$ cat src/pet_bus_config.svh
// Assumes a 64 MHz system clock, a 16-count CPU cycle (4 MHz Phi2) and a 3-cycle async SRAM access
`ifndef PET_BUS_CONFIG_SVH
`define PET_BUS_CONFIG_SVH

// System clock
`define SYS_CLOCK_MHZ 64         // Cycle figures below follow from this rate

// Bus widths of the 65C02 address and data buses
`define ADDR_WIDTH 16
`define DATA_WIDTH 8

// CPU cycle timing points
// Counted in system cycles from the edge that samples the grant
// All points must stay below 16 because the cycle counter is 4 bits wide
`define CPU_BE_START 1           // BE rises, earlier bus owner has drained
`define CPU_PHI_START 5          // Phi2 rises once BE setup has elapsed
`define CPU_PHI_END 9            // Phi2 falls after minimum high width
`define CPU_BE_END 13            // BE falls after data hold

// SRAM access
// Pins stay driven this many cycles
// The write pulse sits in the middle cycle so address and data surround it
`define RAM_ACCESS_CYCLES 3

`endif

$ cat src/pet_bus_pkg.sv
// Shared owner type and ns-to-cycle rounding; results are only exact for integer MHz clock rates
`include "pet_bus_config.svh"
`default_nettype none

package pet_bus_pkg;

    // Who holds the current SRAM access
    typedef enum logic {
        OWNER_CPU    = 1'b0,    // Access on behalf of the 65C02
        OWNER_BRIDGE = 1'b1     // Access on behalf of the host bridge
    } bus_owner_t;

    // Data-sheet time to whole system cycles
    // Rounds up so a figure is never undercut
    // Integer only, usable in constant expressions
    function automatic int ns_to_cycles(input int time_ns);
        int scaled;
        scaled = time_ns * `SYS_CLOCK_MHZ;      // ns x MHz gives thousandths of a cycle
        return (scaled + 999) / 1000;           // Ceiling divide
    endfunction

endpackage

`default_nettype wire

$ cat src/cpu_bus_timing.sv
// One grant gives one 16-cycle CPU cycle; a grant while the counter runs is an error, not queued
`include "pet_bus_config.svh"
`timescale 1ns/10ps
`default_nettype none

module cpu_bus_timing (
    input  logic sys_clock_i,
    input  logic rst_n_i,
    input  logic cpu_grant_i,   // One-cycle pulse, CPU must be suspended
    output logic cpu_be_o,      // Bus enable window
    output logic cpu_clock_o,   // Phi2
    output logic cpu_strobe_o,  // Transfer strobe with Phi2 rise
    output logic cpu_done_o     // Cycle finished
);
    // Timing points at counter width
    localparam logic [3:0] CNT_SUSPENDED = 4'd0;
    localparam logic [3:0] CNT_BE_START  = 4'(`CPU_BE_START);
    localparam logic [3:0] CNT_PHI_START = 4'(`CPU_PHI_START);
    localparam logic [3:0] CNT_PHI_END   = 4'(`CPU_PHI_END);
    localparam logic [3:0] CNT_BE_END    = 4'(`CPU_BE_END);
    localparam logic [3:0] CNT_LAST      = 4'hf;

    // W65C02S data-sheet figures in ns
    localparam int CPU_TBVD_NS = 30;    // BE to valid data
    localparam int CPU_TDSR_NS = 15;    // Data setup before Phi2 rise
    localparam int CPU_TPWH_NS = 62;    // Phi2 high pulse width

    // Same figures in system cycles
    localparam int BE_LEAD_MIN  = pet_bus_pkg::ns_to_cycles(CPU_TBVD_NS + CPU_TDSR_NS);
    localparam int PHI_HIGH_MIN = pet_bus_pkg::ns_to_cycles(CPU_TPWH_NS);

    logic [3:0] cycle_count;    // Position within the CPU cycle
    logic       cycle_last;     // Counter is wrapping back to rest

    // Rests at zero, one grant runs it once around
    always_ff @(posedge sys_clock_i) begin
        if (!rst_n_i) begin
            cycle_count <= CNT_SUSPENDED;
        end else if (cycle_count != CNT_SUSPENDED || cpu_grant_i) begin
            cycle_count <= cycle_count + 4'd1;     // Wraps 15 -> 0 to suspend again
        end
    end

    always_ff @(posedge sys_clock_i) begin
        if (!rst_n_i) begin
            cpu_be_o     <= 1'b0;
            cpu_clock_o  <= 1'b0;
            cpu_strobe_o <= 1'b0;
            cycle_last   <= 1'b0;
            cpu_done_o   <= 1'b0;
        end else begin
            cpu_strobe_o <= (cycle_count == CNT_PHI_START);  // Single cycle with Phi2 rise
            cycle_last   <= (cycle_count == CNT_LAST);
            cpu_done_o   <= cycle_last;                      // One cycle after the wrap

            case (cycle_count)
                CNT_BE_START:  cpu_be_o    <= 1'b1;   // Previous RAM access is over
                CNT_PHI_START: cpu_clock_o <= 1'b1;   // BE setup met
                CNT_PHI_END:   cpu_clock_o <= 1'b0;   // High width met, CPU advances
                CNT_BE_END:    cpu_be_o    <= 1'b0;   // Address and data hold met
                default: begin
                end
            endcase
        end
    end

    // Phi2 only pulses inside the bus window
    a_clock_in_be: assert property (@(posedge sys_clock_i) disable iff (!rst_n_i)
        cpu_clock_o |-> cpu_be_o);

    // Scheduler only grants a suspended CPU
    a_grant_idle: assert property (@(posedge sys_clock_i) disable iff (!rst_n_i)
        cpu_grant_i |-> (cycle_count == CNT_SUSPENDED));

    // BE leads Phi2 by at least tBVD + tDSR
    a_be_lead: assert property (@(posedge sys_clock_i) disable iff (!rst_n_i)
        $rose(cpu_be_o) |-> !cpu_clock_o [*BE_LEAD_MIN]);

    // Phi2 high for at least tPWH
    a_phi_high: assert property (@(posedge sys_clock_i) disable iff (!rst_n_i)
        $rose(cpu_clock_o) |-> cpu_clock_o [*PHI_HIGH_MIN]);

endmodule

`default_nettype wire

$ cat src/bus_scheduler.sv
// Bridge requests are levels held until bridge_done_o; a bridge slot always precedes a CPU slot
`timescale 1ns/10ps
`default_nettype none

module bus_scheduler (
    input  logic                   sys_clock_i,
    input  logic                   rst_n_i,
    input  logic                   cpu_run_i,       // Level, CPU slots only while high
    input  logic                   bridge_req_i,    // Level, held until done
    input  logic                   cpu_strobe_i,    // From CPU timing
    input  logic                   cpu_done_i,      // From CPU timing
    input  logic                   ram_done_i,      // From RAM sequencer
    output logic                   cpu_grant_o,     // One-cycle pulse
    output logic                   ram_start_o,     // One-cycle pulse
    output logic                   bridge_done_o,   // One-cycle pulse
    output pet_bus_pkg::bus_owner_t ram_owner_o
);
    // FSM encoding
    localparam logic [1:0] ST_IDLE   = 2'd0;
    localparam logic [1:0] ST_BRIDGE = 2'd1;
    localparam logic [1:0] ST_CPU    = 2'd2;

    logic [1:0] state_q;
    logic       grant_q;            // Grant pulse on entry to CPU slot
    logic       bridge_start_q;     // Start pulse on entry to bridge slot
    logic       access_busy_q;      // SRAM access between start and done

    always_ff @(posedge sys_clock_i) begin
        if (!rst_n_i) begin
            state_q        <= ST_IDLE;
            grant_q        <= 1'b0;
            bridge_start_q <= 1'b0;
        end else begin
            grant_q        <= 1'b0;    // Pulses by default
            bridge_start_q <= 1'b0;

            case (state_q)
                ST_IDLE: begin
                    // Bridge first in every round
                    if (bridge_req_i) begin
                        state_q        <= ST_BRIDGE;
                        bridge_start_q <= 1'b1;
                    end else if (cpu_run_i) begin
                        state_q <= ST_CPU;
                        grant_q <= 1'b1;
                    end
                end
                ST_BRIDGE: begin
                    // CPU stays suspended until the bridge access completes
                    if (ram_done_i) begin
                        if (cpu_run_i) begin
                            state_q <= ST_CPU;     // Rest of the round
                            grant_q <= 1'b1;
                        end else begin
                            state_q <= ST_IDLE;
                        end
                    end
                end
                ST_CPU: begin
                    if (cpu_done_i) begin
                        state_q <= ST_IDLE;        // Waiting bridge request goes next
                    end
                end
                default: state_q <= ST_IDLE;
            endcase
        end
    end

    // Tracks one outstanding access for the overlap check
    always_ff @(posedge sys_clock_i) begin
        if (!rst_n_i) begin
            access_busy_q <= 1'b0;
        end else if (ram_start_o) begin
            access_busy_q <= 1'b1;
        end else if (ram_done_i) begin
            access_busy_q <= 1'b0;
        end
    end

    assign cpu_grant_o   = grant_q;
    assign ram_start_o   = bridge_start_q | ((state_q == ST_CPU) & cpu_strobe_i); // Strobe passes through
    assign bridge_done_o = (state_q == ST_BRIDGE) & ram_done_i;
    assign ram_owner_o   = (state_q == ST_CPU) ? pet_bus_pkg::OWNER_CPU
                                               : pet_bus_pkg::OWNER_BRIDGE;

    // Sequencer never gets a second start before it finishes
    a_no_overlap: assert property (@(posedge sys_clock_i) disable iff (!rst_n_i)
        ram_start_o |-> !access_busy_q);

endmodule

`default_nettype wire

$ cat src/ram_sequencer.sv
// Fixed-length async SRAM access; owner inputs are sampled once at start and must not overlap
`include "pet_bus_config.svh"
`timescale 1ns/10ps
`default_nettype none

module ram_sequencer (
    input  logic                    sys_clock_i,
    input  logic                    rst_n_i,
    input  logic                    ram_start_i,     // One-cycle pulse
    input  pet_bus_pkg::bus_owner_t ram_owner_i,     // Valid with start
    input  logic [`ADDR_WIDTH-1:0]  cpu_addr_i,
    input  logic                    cpu_we_i,
    input  logic [`DATA_WIDTH-1:0]  cpu_data_i,
    input  logic [`ADDR_WIDTH-1:0]  bridge_addr_i,
    input  logic                    bridge_we_i,
    input  logic [`DATA_WIDTH-1:0]  bridge_wdata_i,
    input  logic [`DATA_WIDTH-1:0]  ram_rdata_i,     // Async SRAM output
    output logic [`ADDR_WIDTH-1:0]  ram_addr_o,
    output logic [`DATA_WIDTH-1:0]  ram_wdata_o,
    output logic                    ram_oe_o,
    output logic                    ram_we_o,
    output logic                    ram_done_o,      // One-cycle pulse
    output logic [`DATA_WIDTH-1:0]  cpu_data_o,      // CPU read register
    output logic [`DATA_WIDTH-1:0]  bridge_rdata_o   // Bridge read register
);
    localparam int STEP_W = $clog2(`RAM_ACCESS_CYCLES);

    // Steps count driven cycles from zero, compares happen one edge ahead
    localparam logic [STEP_W-1:0] STEP_WE_SET  = STEP_W'((`RAM_ACCESS_CYCLES - 1) / 2 - 1);
    localparam logic [STEP_W-1:0] STEP_CAPTURE = STEP_W'(`RAM_ACCESS_CYCLES - 2);
    localparam logic [STEP_W-1:0] STEP_LAST    = STEP_W'(`RAM_ACCESS_CYCLES - 1);

    logic                    active_q;   // Pins driven
    logic [STEP_W-1:0]       step_q;     // Current driven cycle
    logic                    we_q;       // Latched direction
    pet_bus_pkg::bus_owner_t owner_q;    // Latched owner, picks read register
    logic                    start_cpu;  // Start belongs to the CPU
    logic                    start_we;   // Direction of the starting owner

    assign start_cpu = (ram_owner_i == pet_bus_pkg::OWNER_CPU);
    assign start_we  = start_cpu ? cpu_we_i : bridge_we_i;

    // Control state
    always_ff @(posedge sys_clock_i) begin
        if (!rst_n_i) begin
            active_q   <= 1'b0;
            step_q     <= '0;
            ram_oe_o   <= 1'b0;
            ram_we_o   <= 1'b0;
            ram_done_o <= 1'b0;
        end else begin
            // Write pulse only in the middle cycle
            ram_we_o   <= active_q && we_q && (step_q == STEP_WE_SET);
            ram_done_o <= active_q && (step_q == STEP_CAPTURE);   // Same edge as capture

            if (ram_start_i) begin
                active_q <= 1'b1;
                step_q   <= '0;
                ram_oe_o <= !start_we;          // OE for the whole read
            end else if (active_q) begin
                step_q <= step_q + 1'b1;
                if (step_q == STEP_LAST) begin
                    active_q <= 1'b0;           // Release pins
                    ram_oe_o <= 1'b0;
                end
            end
        end
    end

    // Address, data and direction of the selected owner
    always_ff @(posedge sys_clock_i) begin
        if (ram_start_i) begin
            owner_q     <= ram_owner_i;
            we_q        <= start_we;
            ram_addr_o  <= start_cpu ? cpu_addr_i : bridge_addr_i;
            ram_wdata_o <= start_cpu ? cpu_data_i : bridge_wdata_i;
        end
    end

    // Read data lands in the owner's register and holds until its next read
    always_ff @(posedge sys_clock_i) begin
        if (active_q && !we_q && step_q == STEP_CAPTURE) begin
            if (owner_q == pet_bus_pkg::OWNER_CPU) begin
                cpu_data_o <= ram_rdata_i;      // Ahead of the Phi2 fall
            end else begin
                bridge_rdata_o <= ram_rdata_i;
            end
        end
    end

    // SRAM never sees output enable during a write pulse
    a_oe_we_excl: assert property (@(posedge sys_clock_i) disable iff (!rst_n_i)
        !(ram_oe_o && ram_we_o));

endmodule

`default_nettype wire

$ cat src/pet_bus_top.sv
// Bus core only, no tri-state pins; CPU pins must hold address and data while cpu_be_o is high
`include "pet_bus_config.svh"
`timescale 1ns/10ps
`default_nettype none

module pet_bus_top (
    input  logic                   sys_clock_i,
    input  logic                   rst_n_i,
    input  logic                   cpu_run_i,        // Enables CPU slots
    // Host bridge
    input  logic                   bridge_req_i,
    input  logic                   bridge_we_i,
    input  logic [`ADDR_WIDTH-1:0] bridge_addr_i,
    input  logic [`DATA_WIDTH-1:0] bridge_wdata_i,
    output logic                   bridge_done_o,
    output logic [`DATA_WIDTH-1:0] bridge_rdata_o,
    // 65C02 pins
    output logic                   cpu_be_o,
    output logic                   cpu_clock_o,      // Phi2
    input  logic [`ADDR_WIDTH-1:0] cpu_addr_i,
    input  logic                   cpu_we_i,
    input  logic [`DATA_WIDTH-1:0] cpu_data_i,
    output logic [`DATA_WIDTH-1:0] cpu_data_o,
    // Async SRAM pins
    output logic [`ADDR_WIDTH-1:0] ram_addr_o,
    output logic [`DATA_WIDTH-1:0] ram_wdata_o,
    output logic                   ram_oe_o,
    output logic                   ram_we_o,
    input  logic [`DATA_WIDTH-1:0] ram_rdata_i
);
    logic                    cpu_grant;    // Scheduler to CPU timing
    logic                    cpu_strobe;   // Transfer point of the CPU cycle
    logic                    cpu_done;     // CPU cycle finished
    logic                    ram_start;    // Access start to sequencer
    logic                    ram_done;     // Access finished
    pet_bus_pkg::bus_owner_t ram_owner;    // Owner of the starting access

    bus_scheduler i_bus_scheduler (
        .sys_clock_i   (sys_clock_i),
        .rst_n_i       (rst_n_i),
        .cpu_run_i     (cpu_run_i),
        .bridge_req_i  (bridge_req_i),
        .cpu_strobe_i  (cpu_strobe),
        .cpu_done_i    (cpu_done),
        .ram_done_i    (ram_done),
        .cpu_grant_o   (cpu_grant),
        .ram_start_o   (ram_start),
        .bridge_done_o (bridge_done_o),
        .ram_owner_o   (ram_owner)
    );

    cpu_bus_timing i_cpu_bus_timing (
        .sys_clock_i  (sys_clock_i),
        .rst_n_i      (rst_n_i),
        .cpu_grant_i  (cpu_grant),
        .cpu_be_o     (cpu_be_o),
        .cpu_clock_o  (cpu_clock_o),
        .cpu_strobe_o (cpu_strobe),
        .cpu_done_o   (cpu_done)
    );

    ram_sequencer i_ram_sequencer (
        .sys_clock_i    (sys_clock_i),
        .rst_n_i        (rst_n_i),
        .ram_start_i    (ram_start),
        .ram_owner_i    (ram_owner),
        .cpu_addr_i     (cpu_addr_i),
        .cpu_we_i       (cpu_we_i),
        .cpu_data_i     (cpu_data_i),
        .bridge_addr_i  (bridge_addr_i),
        .bridge_we_i    (bridge_we_i),
        .bridge_wdata_i (bridge_wdata_i),
        .ram_rdata_i    (ram_rdata_i),
        .ram_addr_o     (ram_addr_o),
        .ram_wdata_o    (ram_wdata_o),
        .ram_oe_o       (ram_oe_o),
        .ram_we_o       (ram_we_o),
        .ram_done_o     (ram_done),
        .cpu_data_o     (cpu_data_o),
        .bridge_rdata_o (bridge_rdata_o)
    );

endmodule

`default_nettype wire

$ cat config.mk
export PLATFORM = sky130hd
export DESIGN_NAME = pet_bus_top
export DESIGN_NICKNAME = d
export VERILOG_FILES = /design/src/pet_bus_pkg.sv /design/src/cpu_bus_timing.sv /design/src/bus_scheduler.sv /design/src/ram_sequencer.sv /design/src/pet_bus_top.sv
export VERILOG_INCLUDE_DIRS = /design/src /design/src/src
export SDC_FILE = /design/constraint.sdc
export NUM_CORES = 1
export LEC_CHECK = 0
export ABC_AREA = 1
export BUFFER_PORTS_ARGS = -buffer_cell sky130_fd_sc_hd__buf_2
export CAP_MARGIN = 0
export CORE_MARGIN = 3
export CORE_UTILIZATION = 50
export CTS_CLUSTER_DIAMETER = 150
export DETAILED_ROUTE_END_ITERATION = 7
export PLACE_DENSITY = 0.87
export SYNTH_ARGS = -nofsm -noshare
export SYNTH_HDL_FRONTEND = slang
export SYNTH_HIERARCHICAL = 1
export SYNTH_SLANG_ARGS = --single-unit
$ cat constraint.sdc
create_clock -name sys_clock_i -period 2.8 [get_ports sys_clock_i]
set_input_delay 0.42 -clock sys_clock_i [delete_from_list [all_inputs] [get_ports sys_clock_i]]
set_output_delay 0.42 -clock sys_clock_i [all_outputs]
set_load 0.005 [all_outputs]
==> results, run 1 <==
- The proportion of synthesized chip area in sequential cells is 0.667.
- Adding up every negative setup slack in the final design gives 0 ps.
- The portion of synthesized cell area occupied by the leading cell type is 0.512.
- The detailed-route DRC error count is 0.
- Dividing the detail-routed wire length by the instance count gives ~13 um.
- For the worst setup path, the data arrival time is 2000 ps.
- The multi-input combinational cells in the finished layout cover a total of 677 um^2.
- By area the synthesized netlist is led by sky130_fd_sc_hd__edfxtp_1 (51%), sky130_fd_sc_hd__dfxtp_1 (15%), sky130_fd_sc_hd__nand2_1 (15%).
- The setup clock skew after layout is 7.59 ps.
- Setup repair after global routing left no endpoint under its margin.
- The smallest hold slack is 285 ps.
- Sorting the synthesized cells by how often they occur yields sky130_fd_sc_hd__nand2_1 (99), sky130_fd_sc_hd__edfxtp_1 (42), sky130_fd_sc_hd__dfxtp_1 (19), sky130_fd_sc_hd__inv_1 (19), sky130_fd_sc_hd__nor2_1 (13).
- The overall die area is 5800 um^2.
- The final standard cell area without fillers is 3230 um^2.
- Across the VDD grid, the largest voltage drop is ~0.0005 V.
- The largest single stage delay on the critical path is between 500 and 600 ps.
- The number of standard-cell rows in the floorplan is 24.
- The internal portion of the total power is 1640 uW.
- The final antenna diode count is 0.
- Synthesis inferred 61 register bits.
- The buffer type at the clock tree root is sky130_fd_sc_hd__clkbuf_8.
- At the pin with the least slew margin, the transition time is 934 ps.
- The fraction of synthesized area in multiplexers is 0.
- Routability-driven placement finished with a final weighted congestion of 0.863.
- The clock power share is 0.382.
- The kind of start point of the critical path is a flop.
- The remaining max-slew budget at the tightest pin is 0.376.
- The count of flip-flops with a built-in enable after synthesis is 42.
- The complex-gate fraction of the synthesized area is 0.0249.
- The run finished with clean final reports.
- The via density per instance is 4.71.
- Buffers added to address setup during post-CTS repair amount to 0.
- After layout, the minimum clock period comes to 1780 ps.
- The H-tree was split into 3 levels.
- Of all cell types, the one taking the most synthesized area is sky130_fd_sc_hd__edfxtp_1.
- For this design, the CTS-stage hold fixing added 0 buffers.
- Registers take 1640 um^2.
- After detailed routing, the met3 layer carries ~380 um of wire.
- The clock net sink count is 61.
- The number of detailed-route iterations in the first pass is 5.
- The number of global-route vias before repair is 2,025.
- The number of nets at the end of the flow is approximately 420.
- The power per standard cell area is 675 nW/um^2.
- TritonCTS built the clock tree.
- At the end of the flow the core is filled with cells to 0.708.
- The post-synthesis share of cell area spent on xor and xnor gates is 0.00356.
- No sink is reached through more buffers than the 2 on the longest clock path.
- The first global-routing pass estimated 8.96 mm of wire.
- Clock-pin slew was measured on the worst setup and hold paths at 70 ps.
- The final hold violation count is 0.
- The height of the chip is 76.2 um.
- The share of total power dissipated in sequential elements is 0.488.
- The insertion delay to the later sink of the worst-skew pair is approximately 330 ps.
- By startpoint and endpoint, the worst setup path is classified as reg -> reg.
- Entering global routing, the biggest net connects 29 pins.
- The most common cell in the synthesized netlist is sky130_fd_sc_hd__nand2_1.
- The signal on the critical path passes through nand2_1 -> inv_6 -> nand2_1 -> nand3_1 -> nand2_1.
- The count of nets left with antenna violations once routing finished came out at 0.
- Of the total synthesized cell area, the portion taken by AND, OR, NAND and NOR gates is 0.216.
- The kind of capture point of the worst setup path is a flop.
- The fraction of final layout cells sized beyond drive strength 1 is 0.364.
- In this run the number of cells on the critical path is 5.
- The length in cells of the worst reg-to-reg path is 5.
- The static leakage power is approximately 0.0015 uW.
- The number of buffers and inverters on the critical path is 1.
- At the worst endpoint, the required time is slightly above 3000 ps.
- The kind of cell adding the most delay to the critical path is simple AND/OR/NAND/NOR gates.
- In the global route stage, overall resource usage came out at 0.199.
- Counting the buffers created by CTS gives 9.
- The number of standard cells after synthesis is about 240.
- The sum of overflow across all layers after global routing is 0.
- For this run, the number of Yosys warnings is 6.
- The total number of vias is between 1.5k and 2k.
- The highest layer used for signal routing is met4.
- Of the total synthesized cell area, the portion taken by full adders, half adders and majority gates is 0.0305.
- The total wirelength of the detailed-routed design is about 5.5 mm.
- The total length of routed met2 wires is 2.86 mm.
- The number of cells on the worst hold path is 1.
- Setup violations remaining at the end of the flow were counted as 0.
- The post-placement cell area is 3010 um^2.
- The floorplan step defined a core boundary enclosing between 4000 and 5000 um^2.
- The switching power of the nets is 534 uW.
- The starting density of the core is 0.539.
- For this run, the leading register cell type out of synthesis is sky130_fd_sc_hd__edfxtp_1.
- The HPWL reported at the end of detailed placement is 4.12 mm.
- Static timing analysis puts the maximum clock frequency at 562 MHz.
- For this block, the initial DRC count from the detailed router was 96.
- The post-synthesis cell type count is 23.
- The tool flagged a number of max-cap violations equal to 0.
- The part of the cycle the worst path needs is 0.636.
- The die boundary width is between 70 and 80 um.
- The area overhead of the layout relative to synthesis is 31.1%.
- The cell occurring most often along the worst timing path is sky130_fd_sc_hd__nand2_1.
- Of all nets on the critical path, the largest fanout is 27.
- In this run, post-CTS repair resized a total of 0 instances.
- The count of pins on the block boundary is 107.
- The worst hold path belongs to the class in -> reg.
- The initial antenna violation count is 0.
- The synthesized netlist net count is 304.
- The slowest stage of the critical path belongs to the cell sky130_fd_sc_hd__nand2_1.
- After detailed routing, the wire length on met1 is 1.99 mm.
- The synthesized area is 2460 um^2.
- The dominant combinational cell family by area after synthesis is simple AND/OR/NAND/NOR gates.
- In the synthesized netlist the async set-or-reset flop fraction comes to 0.
- Counting the fill cells in the layout gives roughly 380.
- Port buffering added roughly 110 buffers.
- The max-slew violation count is 0.
- The switching share of total power is 0.245.
- The mean cell area of the mapped netlist is 10.4 um^2.
- Of the total power, combinational logic draws 0.131.
==> routing by layer <==
| layer | track usage | vias to the layer above |
|---|---|---|
| li1 | - | 984 |
| met2 | 0.358 | 88 |
| met1 | 0.197 | 869 |
| met3 | 0.0508 | 22 |
| met4 | 0.145 | 0 |
| met5 | 0 | - |
==> flip-flops by register name, indices dropped and copies added (netlist names), 2 cells and up <==
| register | flops |
|---|---|
| i_bus_scheduler/state_q | 2 |
| i_cpu_bus_timing/cycle_count | 4 |
| i_ram_sequencer/bridge_rdata_o | 8 |
| i_ram_sequencer/cpu_data_o | 8 |
| i_ram_sequencer/ram_addr_o | 16 |
| i_ram_sequencer/ram_wdata_o | 8 |
| i_ram_sequencer/step_q | 2 |
==> worst paths after layout <==
check	start	slack [ps]	to
setup / recovery	i_bus_scheduler/state_q[1]$_SDFFE_PN0P_	1020	i_ram_sequencer/ram_oe_o$_SDFFE_PN0P_
hold / removal	ram_rdata_i[1]	290	i_ram_sequencer/cpu_data_o[1]$_DFFE_PP_
setup reg to reg	i_bus_scheduler/state_q[1]$_SDFFE_PN0P_	1020	i_ram_sequencer/ram_oe_o$_SDFFE_PN0P_
hold reg to reg	i_cpu_bus_timing/cycle_last$_SDFF_PN0_	440	i_cpu_bus_timing/cpu_done_o$_SDFF_PN0_
==> area by class of cell <==
class | count | share of cell area
flip-flops and latches | 61 | 0.508
clock inverters | 6 | 0.0271
clock buffers | 10 | 0.0395
well taps | 65 | 0.0252
inverters | 21 | 0.0260
repair buffers | 106 | 0.164
multi-input cells | 148 | 0.210
==> power groups by stage <==
stage / registers, uW / clock network [uW] / logic, uW
after CTS: 1060 / 847 / 288
after detailed placement: 1080 / 0 / 286
after floorplan: 1080 / 0 / 183
after global placement: 1080 / 0 / 270
after global routing: 1070 / 888 / 327
final: 1060 / 831 / 285
==> logic make-up after synthesis <==
group / Yosys count
XOR/XNOR: 1
AO/OA/AOI/OAI: 11
flip-flops: 61
buffers and inverters: 27
adder cells (fa/ha/maj): 6
AND/OR/NAND/NOR: 130
==> placed cells by master, fill, tap and decap left out <==
cell and n:
sky130_fd_sc_hd__nand3b_1 2, sky130_fd_sc_hd__dfxtp_1 19, sky130_fd_sc_hd__xnor2_1 1, sky130_fd_sc_hd__clkbuf_8 9, sky130_fd_sc_hd__nand3_1 10, sky130_fd_sc_hd__nor2_2 1, sky130_fd_sc_hd__clkinv_2 1, sky130_fd_sc_hd__o21ai_1 1
sky130_fd_sc_hd__clkinvlp_4 3, sky130_fd_sc_hd__inv_1 19, sky130_fd_sc_hd__nand3_2 1, sky130_fd_sc_hd__nor2_4 1, sky130_fd_sc_hd__a21oi_1 6, sky130_fd_sc_hd__clkbuf_1 1, sky130_fd_sc_hd__a31o_2 1, sky130_fd_sc_hd__a21boi_1 1
sky130_fd_sc_hd__o21ai_0 2, sky130_fd_sc_hd__bufinv_16 2, sky130_fd_sc_hd__nand2_2 1, sky130_fd_sc_hd__buf_2 106, sky130_fd_sc_hd__edfxtp_1 42, sky130_fd_sc_hd__inv_6 1, sky130_fd_sc_hd__ha_1 6, sky130_fd_sc_hd__nand4_1 2
sky130_fd_sc_hd__nand2_1 99, sky130_fd_sc_hd__inv_2 1, sky130_fd_sc_hd__nor2_1 13
==> per-stage QoR <==
step	cells	setup slack (ps)	total power [uW]
2_1_floorplan	236	1480	1260
3_3_place_gp	401	1070	1350
3_5_place_dp	401	988	1370
4_1_cts	417	971	2200
5_1_grt	417	858	2280
6_report	417	1020	2180
Power figures use the tool's default switching activity.
==> run 2, diff against run 1 <==
--- a/config.mk
+++ b/config.mk
@@ -6,14 +6,14 @@
 export SDC_FILE = /design/constraint.sdc
 export NUM_CORES = 1
 export LEC_CHECK = 0
-export ABC_AREA = 1
+export ABC_AREA = 0
 export BUFFER_PORTS_ARGS = -buffer_cell sky130_fd_sc_hd__buf_2
 export CAP_MARGIN = 0
 export CORE_MARGIN = 3
-export CORE_UTILIZATION = 50
+export CORE_UTILIZATION = 47
 export CTS_CLUSTER_DIAMETER = 150
 export DETAILED_ROUTE_END_ITERATION = 7
-export PLACE_DENSITY = 0.87
+export PLACE_DENSITY = 0.82
 export SYNTH_ARGS = -nofsm -noshare
 export SYNTH_HDL_FRONTEND = slang
 export SYNTH_HIERARCHICAL = 1
==> constraint.sdc (replaced) <==
create_clock -name sys_clock_i -period 1.74 [get_ports sys_clock_i]
set_input_delay 0.261 -clock sys_clock_i [delete_from_list [all_inputs] [get_ports sys_clock_i]]
set_output_delay 0.261 -clock sys_clock_i [all_outputs]
set_load 0.005 [all_outputs]
==> run 2 against run 1 <==
Against the previous run:
- design area increased by 1.9%
- combinational power increased by 53%
- global-route usage decreased by 4.5 points
- critical path type unchanged
- highest routed layer unchanged
==> results, run 2 <==
- The level count of the clock H-tree was 3 (unchanged).
- The maximum frequency from static timing analysis came to 655 MHz (+17%).
- The combinational cell fraction of total power came to 0.140 (+0.009).
- The setup TNS is 0 ps (unchanged).
- The count of pins on the block boundary is 107 (unchanged).
- The leading cell type by number of instances after synthesis is sky130_fd_sc_hd__edfxtp_1.
- The number of buffers between clock root and the deepest sink came to 2 (unchanged).
- The static leakage power was 0.00148 uW (-3.8%).
- The HPWL reported at the end of detailed placement came to 3.66 mm (-11%).
- The insertion delay to the later sink of the worst-skew pair came to 320 ps (about the same).
- The final antenna diode count is 0 (unchanged).
- The data arrival time of the critical path is 1550 ps (-450 ps).
- The path type of the worst min-delay path is in -> reg.
- Setup repair after global routing left no endpoint under its margin.
- The warning count from the yosys run is 6 (unchanged).
- The most used flip-flop cell after synthesis is sky130_fd_sc_hd__edfxtp_1.
- The post-cts sizing count is 0 (unchanged).
- The part of the cycle the worst path needs is 0.877 (+0.241).
- The starting density of the core is 0.489 (-0.0504).
- The transition time of the tightest slew-check pin is 319 ps (-615 ps).
- The clock-pin slew on the worst setup and hold paths is 70 ps (about the same).
- The number of standard cells after synthesis came to 157 (-33%).
- The remaining antenna violation count after routing is 0 (unchanged).
- The pin count of the biggest net entering global routing was 29 (unchanged).
- The remaining max-slew budget at the tightest pin is 0.787 (+0.411).
- The overall global routing resource usage is 0.154 (-0.0446).
- The commonest non-fill, non-tap cell in the layout is sky130_fd_sc_hd__buf_2.
- The peak supply drop is 0.000457 V (-10%).
- The setup clock skew after layout is 9.53 ps (+1.94 ps).
- The hold buffer count at CTS came to 0 (unchanged).
- The total of buffers placed on input and output ports is 106 (unchanged).
- The flip-flop count of the largest register after layout is 16 (unchanged).
- The portion of synthesized cell area occupied by the leading cell type came to 0.499 (-0.0137).
- The smallest hold slack is 127 ps (-158 ps).
- The height of the chip came to 79.4 um (+4.2%).
- The total length of routed met2 wires is 2.41 mm (-16%).
- The clock buffer count from CTS is 9 (unchanged).
- The clock power share is 0.319 (-0.063).
- The power per standard cell area is 948 nW/um^2 (+40%).
- The number of inserted filler cells in the final layout is 390 (+3.2%).
- The count of non-filler cells in the finished layout is 348 (-17%).
- In the post-synthesis netlist, the biggest area contributors are sky130_fd_sc_hd__edfxtp_1 (50%), sky130_fd_sc_hd__dfxtp_1 (15%), sky130_fd_sc_hd__mux2_4 (12%).
- The post-CTS repair timing setup buffer count came to 0 (unchanged).
- After detailed routing, no signal wire sits above met4.
- The kind of capture point of the worst setup path is a flop.
- The detailed-route wire length per cell is 13.7 um (+4.4%).
- The post-synthesis cell type count was 38 (+65%).
- The number of nets at the end of the flow is 341 (-18%).
- The top cell types in the final layout, fill and taps aside, are sky130_fd_sc_hd__buf_2 (106), sky130_fd_sc_hd__edfxtp_1 (42), sky130_fd_sc_hd__mux2_4 (21).
- The number of cells in the design after placement came to 332 (-17%).
- The initial antenna violation count is 0 (unchanged).
- The switching power of the nets was 710 uW (+33%).
- The via density per instance is 4.69 (-0.38%).
- The count of flip-flops with a built-in enable after synthesis is 42 (unchanged).
- The max-slew violation count is 0 (unchanged).
- The buffer type at the clock tree root is sky130_fd_sc_hd__clkbuf_8.
- The peak fanout along the critical path is 28 (+3.7%).
- The final standard cell area without fillers is 3290 um^2 (+1.9%).
- The clock net sink count came to 61 (unchanged).
- The post-placement cell area is 3140 um^2 (+4.1%).
- The critical path class is reg -> reg.
- The global-route wire length before repair is 7.11 mm (-21%).
- The overall die area is 6300 um^2 (+8.6%).
- The cell-internal power was 2410 uW (+46%).
- The number of standard-cell rows in the floorplan is 26 (+8.3%).
- The register share of total power is 0.542 (+0.054).
- The run finished with clean final reports.
- The worst setup slack after placement came to 217 ps (-771 ps).
- The total wirelength of the detailed-routed design is 4.75 mm (-13%).
- The async set-or-reset flop fraction in the synthesized netlist is 0 (unchanged).
- The synthesized area came to 2530 um^2 (+2.7%).
- The fraction of final layout cells sized beyond drive strength 1 is 0.550 (+0.187).
- The data required time at the worst endpoint is 1760 ps (-1260 ps).
- The detailed-route DRC error count is 0 (unchanged).
- The count of maximum capacitance violations is 0 (unchanged).
- The total number of vias is 1,632 (-17%).
- The wire length on met3 is 329 um (-13%).
- The DRC marker count from the first detailed-route iteration came to 51 (-47%).
- The post-route minimum period is 1530 ps (-254 ps).
- The setup slack of the critical path after layout is 214 ps (-806 ps).
- The area overhead of the layout relative to synthesis is 30.1%.
- The number of detailed-route iterations in the first pass is 4 (-1).
- The die boundary width is 79.4 um (+4.2%).
- The sum of overflow across all layers after global routing is 0 (unchanged).
- The final setup violation count is 0 (unchanged).
- The synthesized netlist net count came to 225 (-26%).
- The proportion of synthesized chip area in sequential cells is 0.649 (-0.0178).
- The worst setup path is launched from a flop.
- The post-synthesis sequential element count is 61 (unchanged).
- The mean cell area of the mapped netlist was 16.1 um^2 (+54%).
- The register ranked first by flip-flop count is i_ram_sequencer/ram_addr_o.
- The TritonCTS clock tree is built.
- The area inside the core boundary was 5170 um^2 (+13%).
- The largest total area in the synthesized netlist belongs to sky130_fd_sc_hd__edfxtp_1.
- The total routed wire length on the met1 layer was 1.86 mm (-6.3%).
- The switching share of total power is 0.228 (-0.0175).
- The final hold violation count came to 0 (unchanged).
- The number of global-route vias before repair came to 1,552 (-23%).
- Ranked by instance count, the synthesized netlist is headed by sky130_fd_sc_hd__edfxtp_1 (42), sky130_fd_sc_hd__mux2_4 (21), sky130_fd_sc_hd__dfxtp_1 (19).
- The routability congestion estimate from global placement was 0.730 (-15%).
[run 2: path summary, 6_finish.rpt]
check                                           from  cells after the start  slack [ps]                                       to
max reg2reg  i_bus_scheduler/state_q[1]$_SDFFE_PN0P_                      4         210  i_ram_sequencer/ram_addr_o[2]$_DFFE_PP_
max          i_bus_scheduler/state_q[1]$_SDFFE_PN0P_                      4         210  i_ram_sequencer/ram_addr_o[2]$_DFFE_PP_
min reg2reg   i_cpu_bus_timing/cycle_last$_SDFF_PN0_                      1         430   i_cpu_bus_timing/cpu_done_o$_SDFF_PN0_
min                                   ram_rdata_i[7]                      1         130  i_ram_sequencer/cpu_data_o[7]$_DFFE_PP_
[run 2: layout make-up]
class,count,area (um^2),share of cell area
multi-input cells,84,806,0.245
inverters,6,22.5,0.00684
clock inverters,2,10.0,0.00304
repair buffers,111,581,0.176
clock buffers,14,143,0.0433
well taps,70,87.6,0.0266
flip-flops and latches,61,1640,0.499
[run 2: layer usage]
metal,track usage,up-vias
met5,0,-
met4,0.108,0
met3,0.0567,15
met2,0.247,73
met1,0.168,742
li1,-,802
[run 2: per-stage QoR]
step / util / power, uW
2_1_floorplan: - / 2000
3_3_place_gp: 0.607 / 2140
3_5_place_dp: 0.607 / 2160
4_1_cts: 0.636 / 3160
5_1_grt: 0.636 / 3290
6_report: 0.636 / 3120
[run 2: cells by family (layout without fill, tap and decap cells)]
kind of cell,after synthesis,count (layout),synth area share
buffers and inverters,12,133,0.0371
DFF,61,61,0.649
muxes,26,26,0.146
and+or+nand+nor,38,38,0.0969
AOI/OAI and AO/OA,11,11,0.0307
xor gates and xnor gates,3,3,0.0104
adders and majority gates,6,6,0.0297
[run 2: power by group through the flow]
stage	Sequential (uW)	Clock, uW	Combinational [uW]
after detailed placement	1720	0	441
after CTS	1690	1030	441
after global routing	1700	1110	479
after floorplan	1720	0	286
after global placement	1720	0	425
final	1690	994	435
[run 2: critical path, stage by stage (launching register included)]
cell and delay (ps):
sky130_fd_sc_hd__dfxtp_1 380, sky130_fd_sc_hd__or2b_1 260, sky130_fd_sc_hd__buf_4 210, sky130_fd_sc_hd__o21bai_4 160
sky130_fd_sc_hd__buf_12 210
==> run 3, diff against run 2 <==
--- a/config.mk
+++ b/config.mk
@@ -10,10 +10,12 @@
 export BUFFER_PORTS_ARGS = -buffer_cell sky130_fd_sc_hd__buf_2
 export CAP_MARGIN = 0
 export CORE_MARGIN = 3
-export CORE_UTILIZATION = 47
+export CORE_UTILIZATION = 51
 export CTS_CLUSTER_DIAMETER = 150
 export DETAILED_ROUTE_END_ITERATION = 7
-export PLACE_DENSITY = 0.82
+export GPL_ROUTABILITY_DRIVEN = 0
+export GPL_TIMING_DRIVEN = 0
+export PLACE_DENSITY = 0.88
 export SYNTH_ARGS = -nofsm -noshare
 export SYNTH_HDL_FRONTEND = slang
 export SYNTH_HIERARCHICAL = 1
==> constraint.sdc (replaced) <==
create_clock -name sys_clock_i -period 1.8 [get_ports sys_clock_i]
set_input_delay 0.27 -clock sys_clock_i [delete_from_list [all_inputs] [get_ports sys_clock_i]]
set_output_delay 0.27 -clock sys_clock_i [all_outputs]
set_load 0.005 [all_outputs]
==> run 3 against run 2 <==
Against the previous run:
- hold slack improved by 1.3 ps
- clock power increased by 29%
- non-clock buffer count increased by 1
- clock skew decreased by 5.2 ps
- final cell count decreased by 0.86%
- maximum frequency decreased by 9.5%
- utilization increased by 11 points
- critical path type unchanged
- critical path depth unchanged
- clock-buffer cell count decreased by 5
- largest power group unchanged
- sequential power decreased by 4%
- combinational power increased by 1%
- routed wire length increased by 16%
==> results, run 3 (synthesis results as in run 2) <==
- The sum of overflow across all layers after global routing is 0 (unchanged).
- The length in cells of the worst reg-to-reg path is 4 (unchanged).
- The remaining max-slew budget at the tightest pin was 0.562 (-0.224).
- The height of the chip is 76.4 um (-3.7%).
- The static leakage power came to 0.00152 uW (+3.2%).
- The final setup violation count is 0 (unchanged).
- The number of cells in the design after placement came to 328 (-1.2%).
- The count of maximum capacitance violations is 0 (unchanged).
- The part of the cycle the worst path needs is 0.937 (+0.0599).
- The path class of the tightest hold or removal check is in -> reg.
- The number of standard-cell rows in the floorplan is 24 (-7.7%).
- The number of nets at the end of the flow is 343 (+0.59%).
- The endpoint identified for the worst register-to-register timing path is i_ram_sequencer/ram_oe_o$_SDFFE_PN0P_.
- The detailed-route DRC error count is 0 (unchanged).
- The power per standard cell area came to 988 nW/um^2 (+4.3%).
- TritonCTS built the clock tree.
- The detailed-route wire length per cell is 16.0 um (+17%).
- The overall global routing resource usage is 0.199 (+0.0447).
- The peak fanout along the critical path is 15 (-46%).
- The HPWL reported at the end of detailed placement came to 4.06 mm (+11%).
- The register ranked first by flip-flop count is i_ram_sequencer/ram_addr_o.
- The count of pins on the block boundary is 107 (unchanged).
- The starting density of the core was 0.554 (+0.0652).
- The pin count of the biggest net entering global routing is 16 (-45%).
- The overall die area was 5840 um^2 (-7.3%).
- The via density per instance came to 4.88 (+4.1%).
- The number of cells on the worst hold path was 1 (unchanged).
- The clock-pin slew on the worst setup and hold paths was 70 ps (about the same).
- The count of non-filler cells in the finished layout was 345 (-0.86%).
- The fraction of final layout cells sized beyond drive strength 1 came to 0.571 (+0.0211).
- The utilization after layout is 0.744 (+0.108).
- The post-route minimum period is 1690 ps (+160 ps).
- The commonest non-fill, non-tap cell in the layout is sky130_fd_sc_hd__buf_2.
- The start point of the worst min-delay path is ram_rdata_i[2].
- The final antenna diode count is 0 (unchanged).
- The final hold violation count is 0 (unchanged).
- The kind of start point of the critical path is a flop.
- The DRC marker count from the first detailed-route iteration was 114 (+120%).
- The die boundary width is 76.4 um (-3.7%).
- The maximum frequency from static timing analysis is 593 MHz (-9.5%).
- The number of detailed-route iterations in the first pass is 4 (unchanged).
- The total wirelength of the detailed-routed design is 5.51 mm (+16%).
- The number of global-route vias before repair came to 1,718 (+11%).
- The level count of the clock H-tree came to 3 (unchanged).
- The total number of vias came to 1,685 (+3.2%).
- The total of buffers placed on input and output ports is 106 (unchanged).
- The insertion delay to the later sink of the worst-skew pair came to 330 ps (about the same).
- The clock buffer count from CTS is 9 (unchanged).
- The library cells used most frequently in the layout, excluding fill and tap cells, are sky130_fd_sc_hd__buf_2 (106), sky130_fd_sc_hd__edfxtp_1 (42), sky130_fd_sc_hd__mux2_4 (21).
- The run finished with clean final reports.
- The area overhead of the layout relative to synthesis is 34.2%.
- The data arrival time of the critical path is 1910 ps (+360 ps).
- The initial antenna violation count is 0 (unchanged).
- The flip-flop count of the largest register after layout is 16 (unchanged).
- The global-route wire length before repair is 8.82 mm (+24%).
- The data required time at the worst endpoint is 2020 ps (+260 ps).
- The clock net sink count is 61 (unchanged).
- The remaining antenna violation count after routing was 0 (unchanged).
- The register-to-register setup slack was 110 ps (-100 ps).
- The smallest hold slack was 128 ps (+1.30 ps).
- The setup clock skew after layout is 4.29 ps (-5.24 ps).
- The transition time of the tightest slew-check pin was 654 ps (+334 ps).
- The number of buffers between clock root and the deepest sink is 2 (unchanged).
- The setup TNS is 0 ps (unchanged).
- The max-slew violation count is 0 (unchanged).
- Setup repair after global routing left no endpoint under its margin.
- The worst hold path terminates at i_ram_sequencer/cpu_data_o[2]$_DFFE_PP_.
- The reg-to-reg startpoint is i_bus_scheduler/state_q[1]$_SDFFE_PN0P_.
- The peak supply drop is 0.000754 V (+65%).
- The critical path class is reg -> reg.
- The kind of capture point of the worst setup path is a flop.
- The hold buffer count at CTS is 0 (unchanged).
- Clock tree synthesis selected as its root buffer the cell sky130_fd_sc_hd__clkbuf_8.
- The area inside the core boundary is 4560 um^2 (-12%).
[run 3: layout make-up]
cell class                      count  area (um^2)
Buffer                              6         71.3
Clock buffer                        9          124
Clock inverter                      7         90.1
Fill cell                         296         1170
Inverter                            6         22.5
Multi-Input combinational cell     85          835
Sequential cell                    61         1640
Tap cell                           65         81.3
Timing Repair Buffer              106          531
[run 3: stage by stage]
stage / setup slack, ps / area, um^2 / total power [uW]
2_1_floorplan: 148 / 2540 / 1930
3_3_place_gp: -158 / 3150 / 2080
3_5_place_dp: -184 / 3150 / 2100
4_1_cts: 22.9 / 3390 / 3390
5_1_grt: 31.6 / 3400 / 3510
6_report: 113 / 3400 / 3360
[run 3: how the worst max path moves through the flow]
stage / startpoint / endpoint / slack [ps] / depth (start not counted)
after floorplan: i_ram_sequencer/step_q[1]$_SDFFE_PP0P_ / i_ram_sequencer/bridge_rdata_o[0]$_DFFE_PP_ / 150 / 4
after global placement: i_ram_sequencer/step_q[0]$_SDFFE_PP0P_ / i_ram_sequencer/bridge_rdata_o[2]$_DFFE_PP_ / -160 / 3
after detailed placement: i_ram_sequencer/step_q[1]$_SDFFE_PP0P_ / i_ram_sequencer/bridge_rdata_o[2]$_DFFE_PP_ / -180 / 4
after CTS: i_bus_scheduler/state_q[1]$_SDFFE_PN0P_ / i_ram_sequencer/ram_addr_o[5]$_DFFE_PP_ / 20 / 2
after global routing: i_bus_scheduler/state_q[1]$_SDFFE_PN0P_ / i_ram_sequencer/ram_oe_o$_SDFFE_PN0P_ / 30 / 4
final: i_bus_scheduler/state_q[1]$_SDFFE_PN0P_ / i_ram_sequencer/ram_oe_o$_SDFFE_PN0P_ / 110 / 4
[run 3: critical path, cell delays in order (launching register included)]
cell and delay [ps]:
sky130_fd_sc_hd__dfxtp_1 400, sky130_fd_sc_hd__or2b_1 370, sky130_fd_sc_hd__o21bai_4 470, sky130_fd_sc_hd__nand2b_1 250, sky130_fd_sc_hd__o22ai_2 100
[run 3: what timing repair did]
item,4_1_cts,5_1_grt
cloned,1,0
pin swaps,1,0
gates resized for setup,2,1
setup endpoints to repair,19,13
setup buffers,0,0
[run 3: layer usage]
metal / global-route usage / vias to the layer above / wire, um
met5: 0 / - / 0
met4: 0.0978 / 0 / 123
met3: 0.0591 / 13 / 398
met2: 0.346 / 84 / 2890
met1: 0.221 / 774 / 2090
li1: - / 814 / -
[run 3: report_power, final]
part	leakage, uW	internal, uW	switching, uW
combinational	0.000878	256	184
clock	0.000107	771	514
sequential	0.000538	1580	46.9
total	0.00152	2610	745
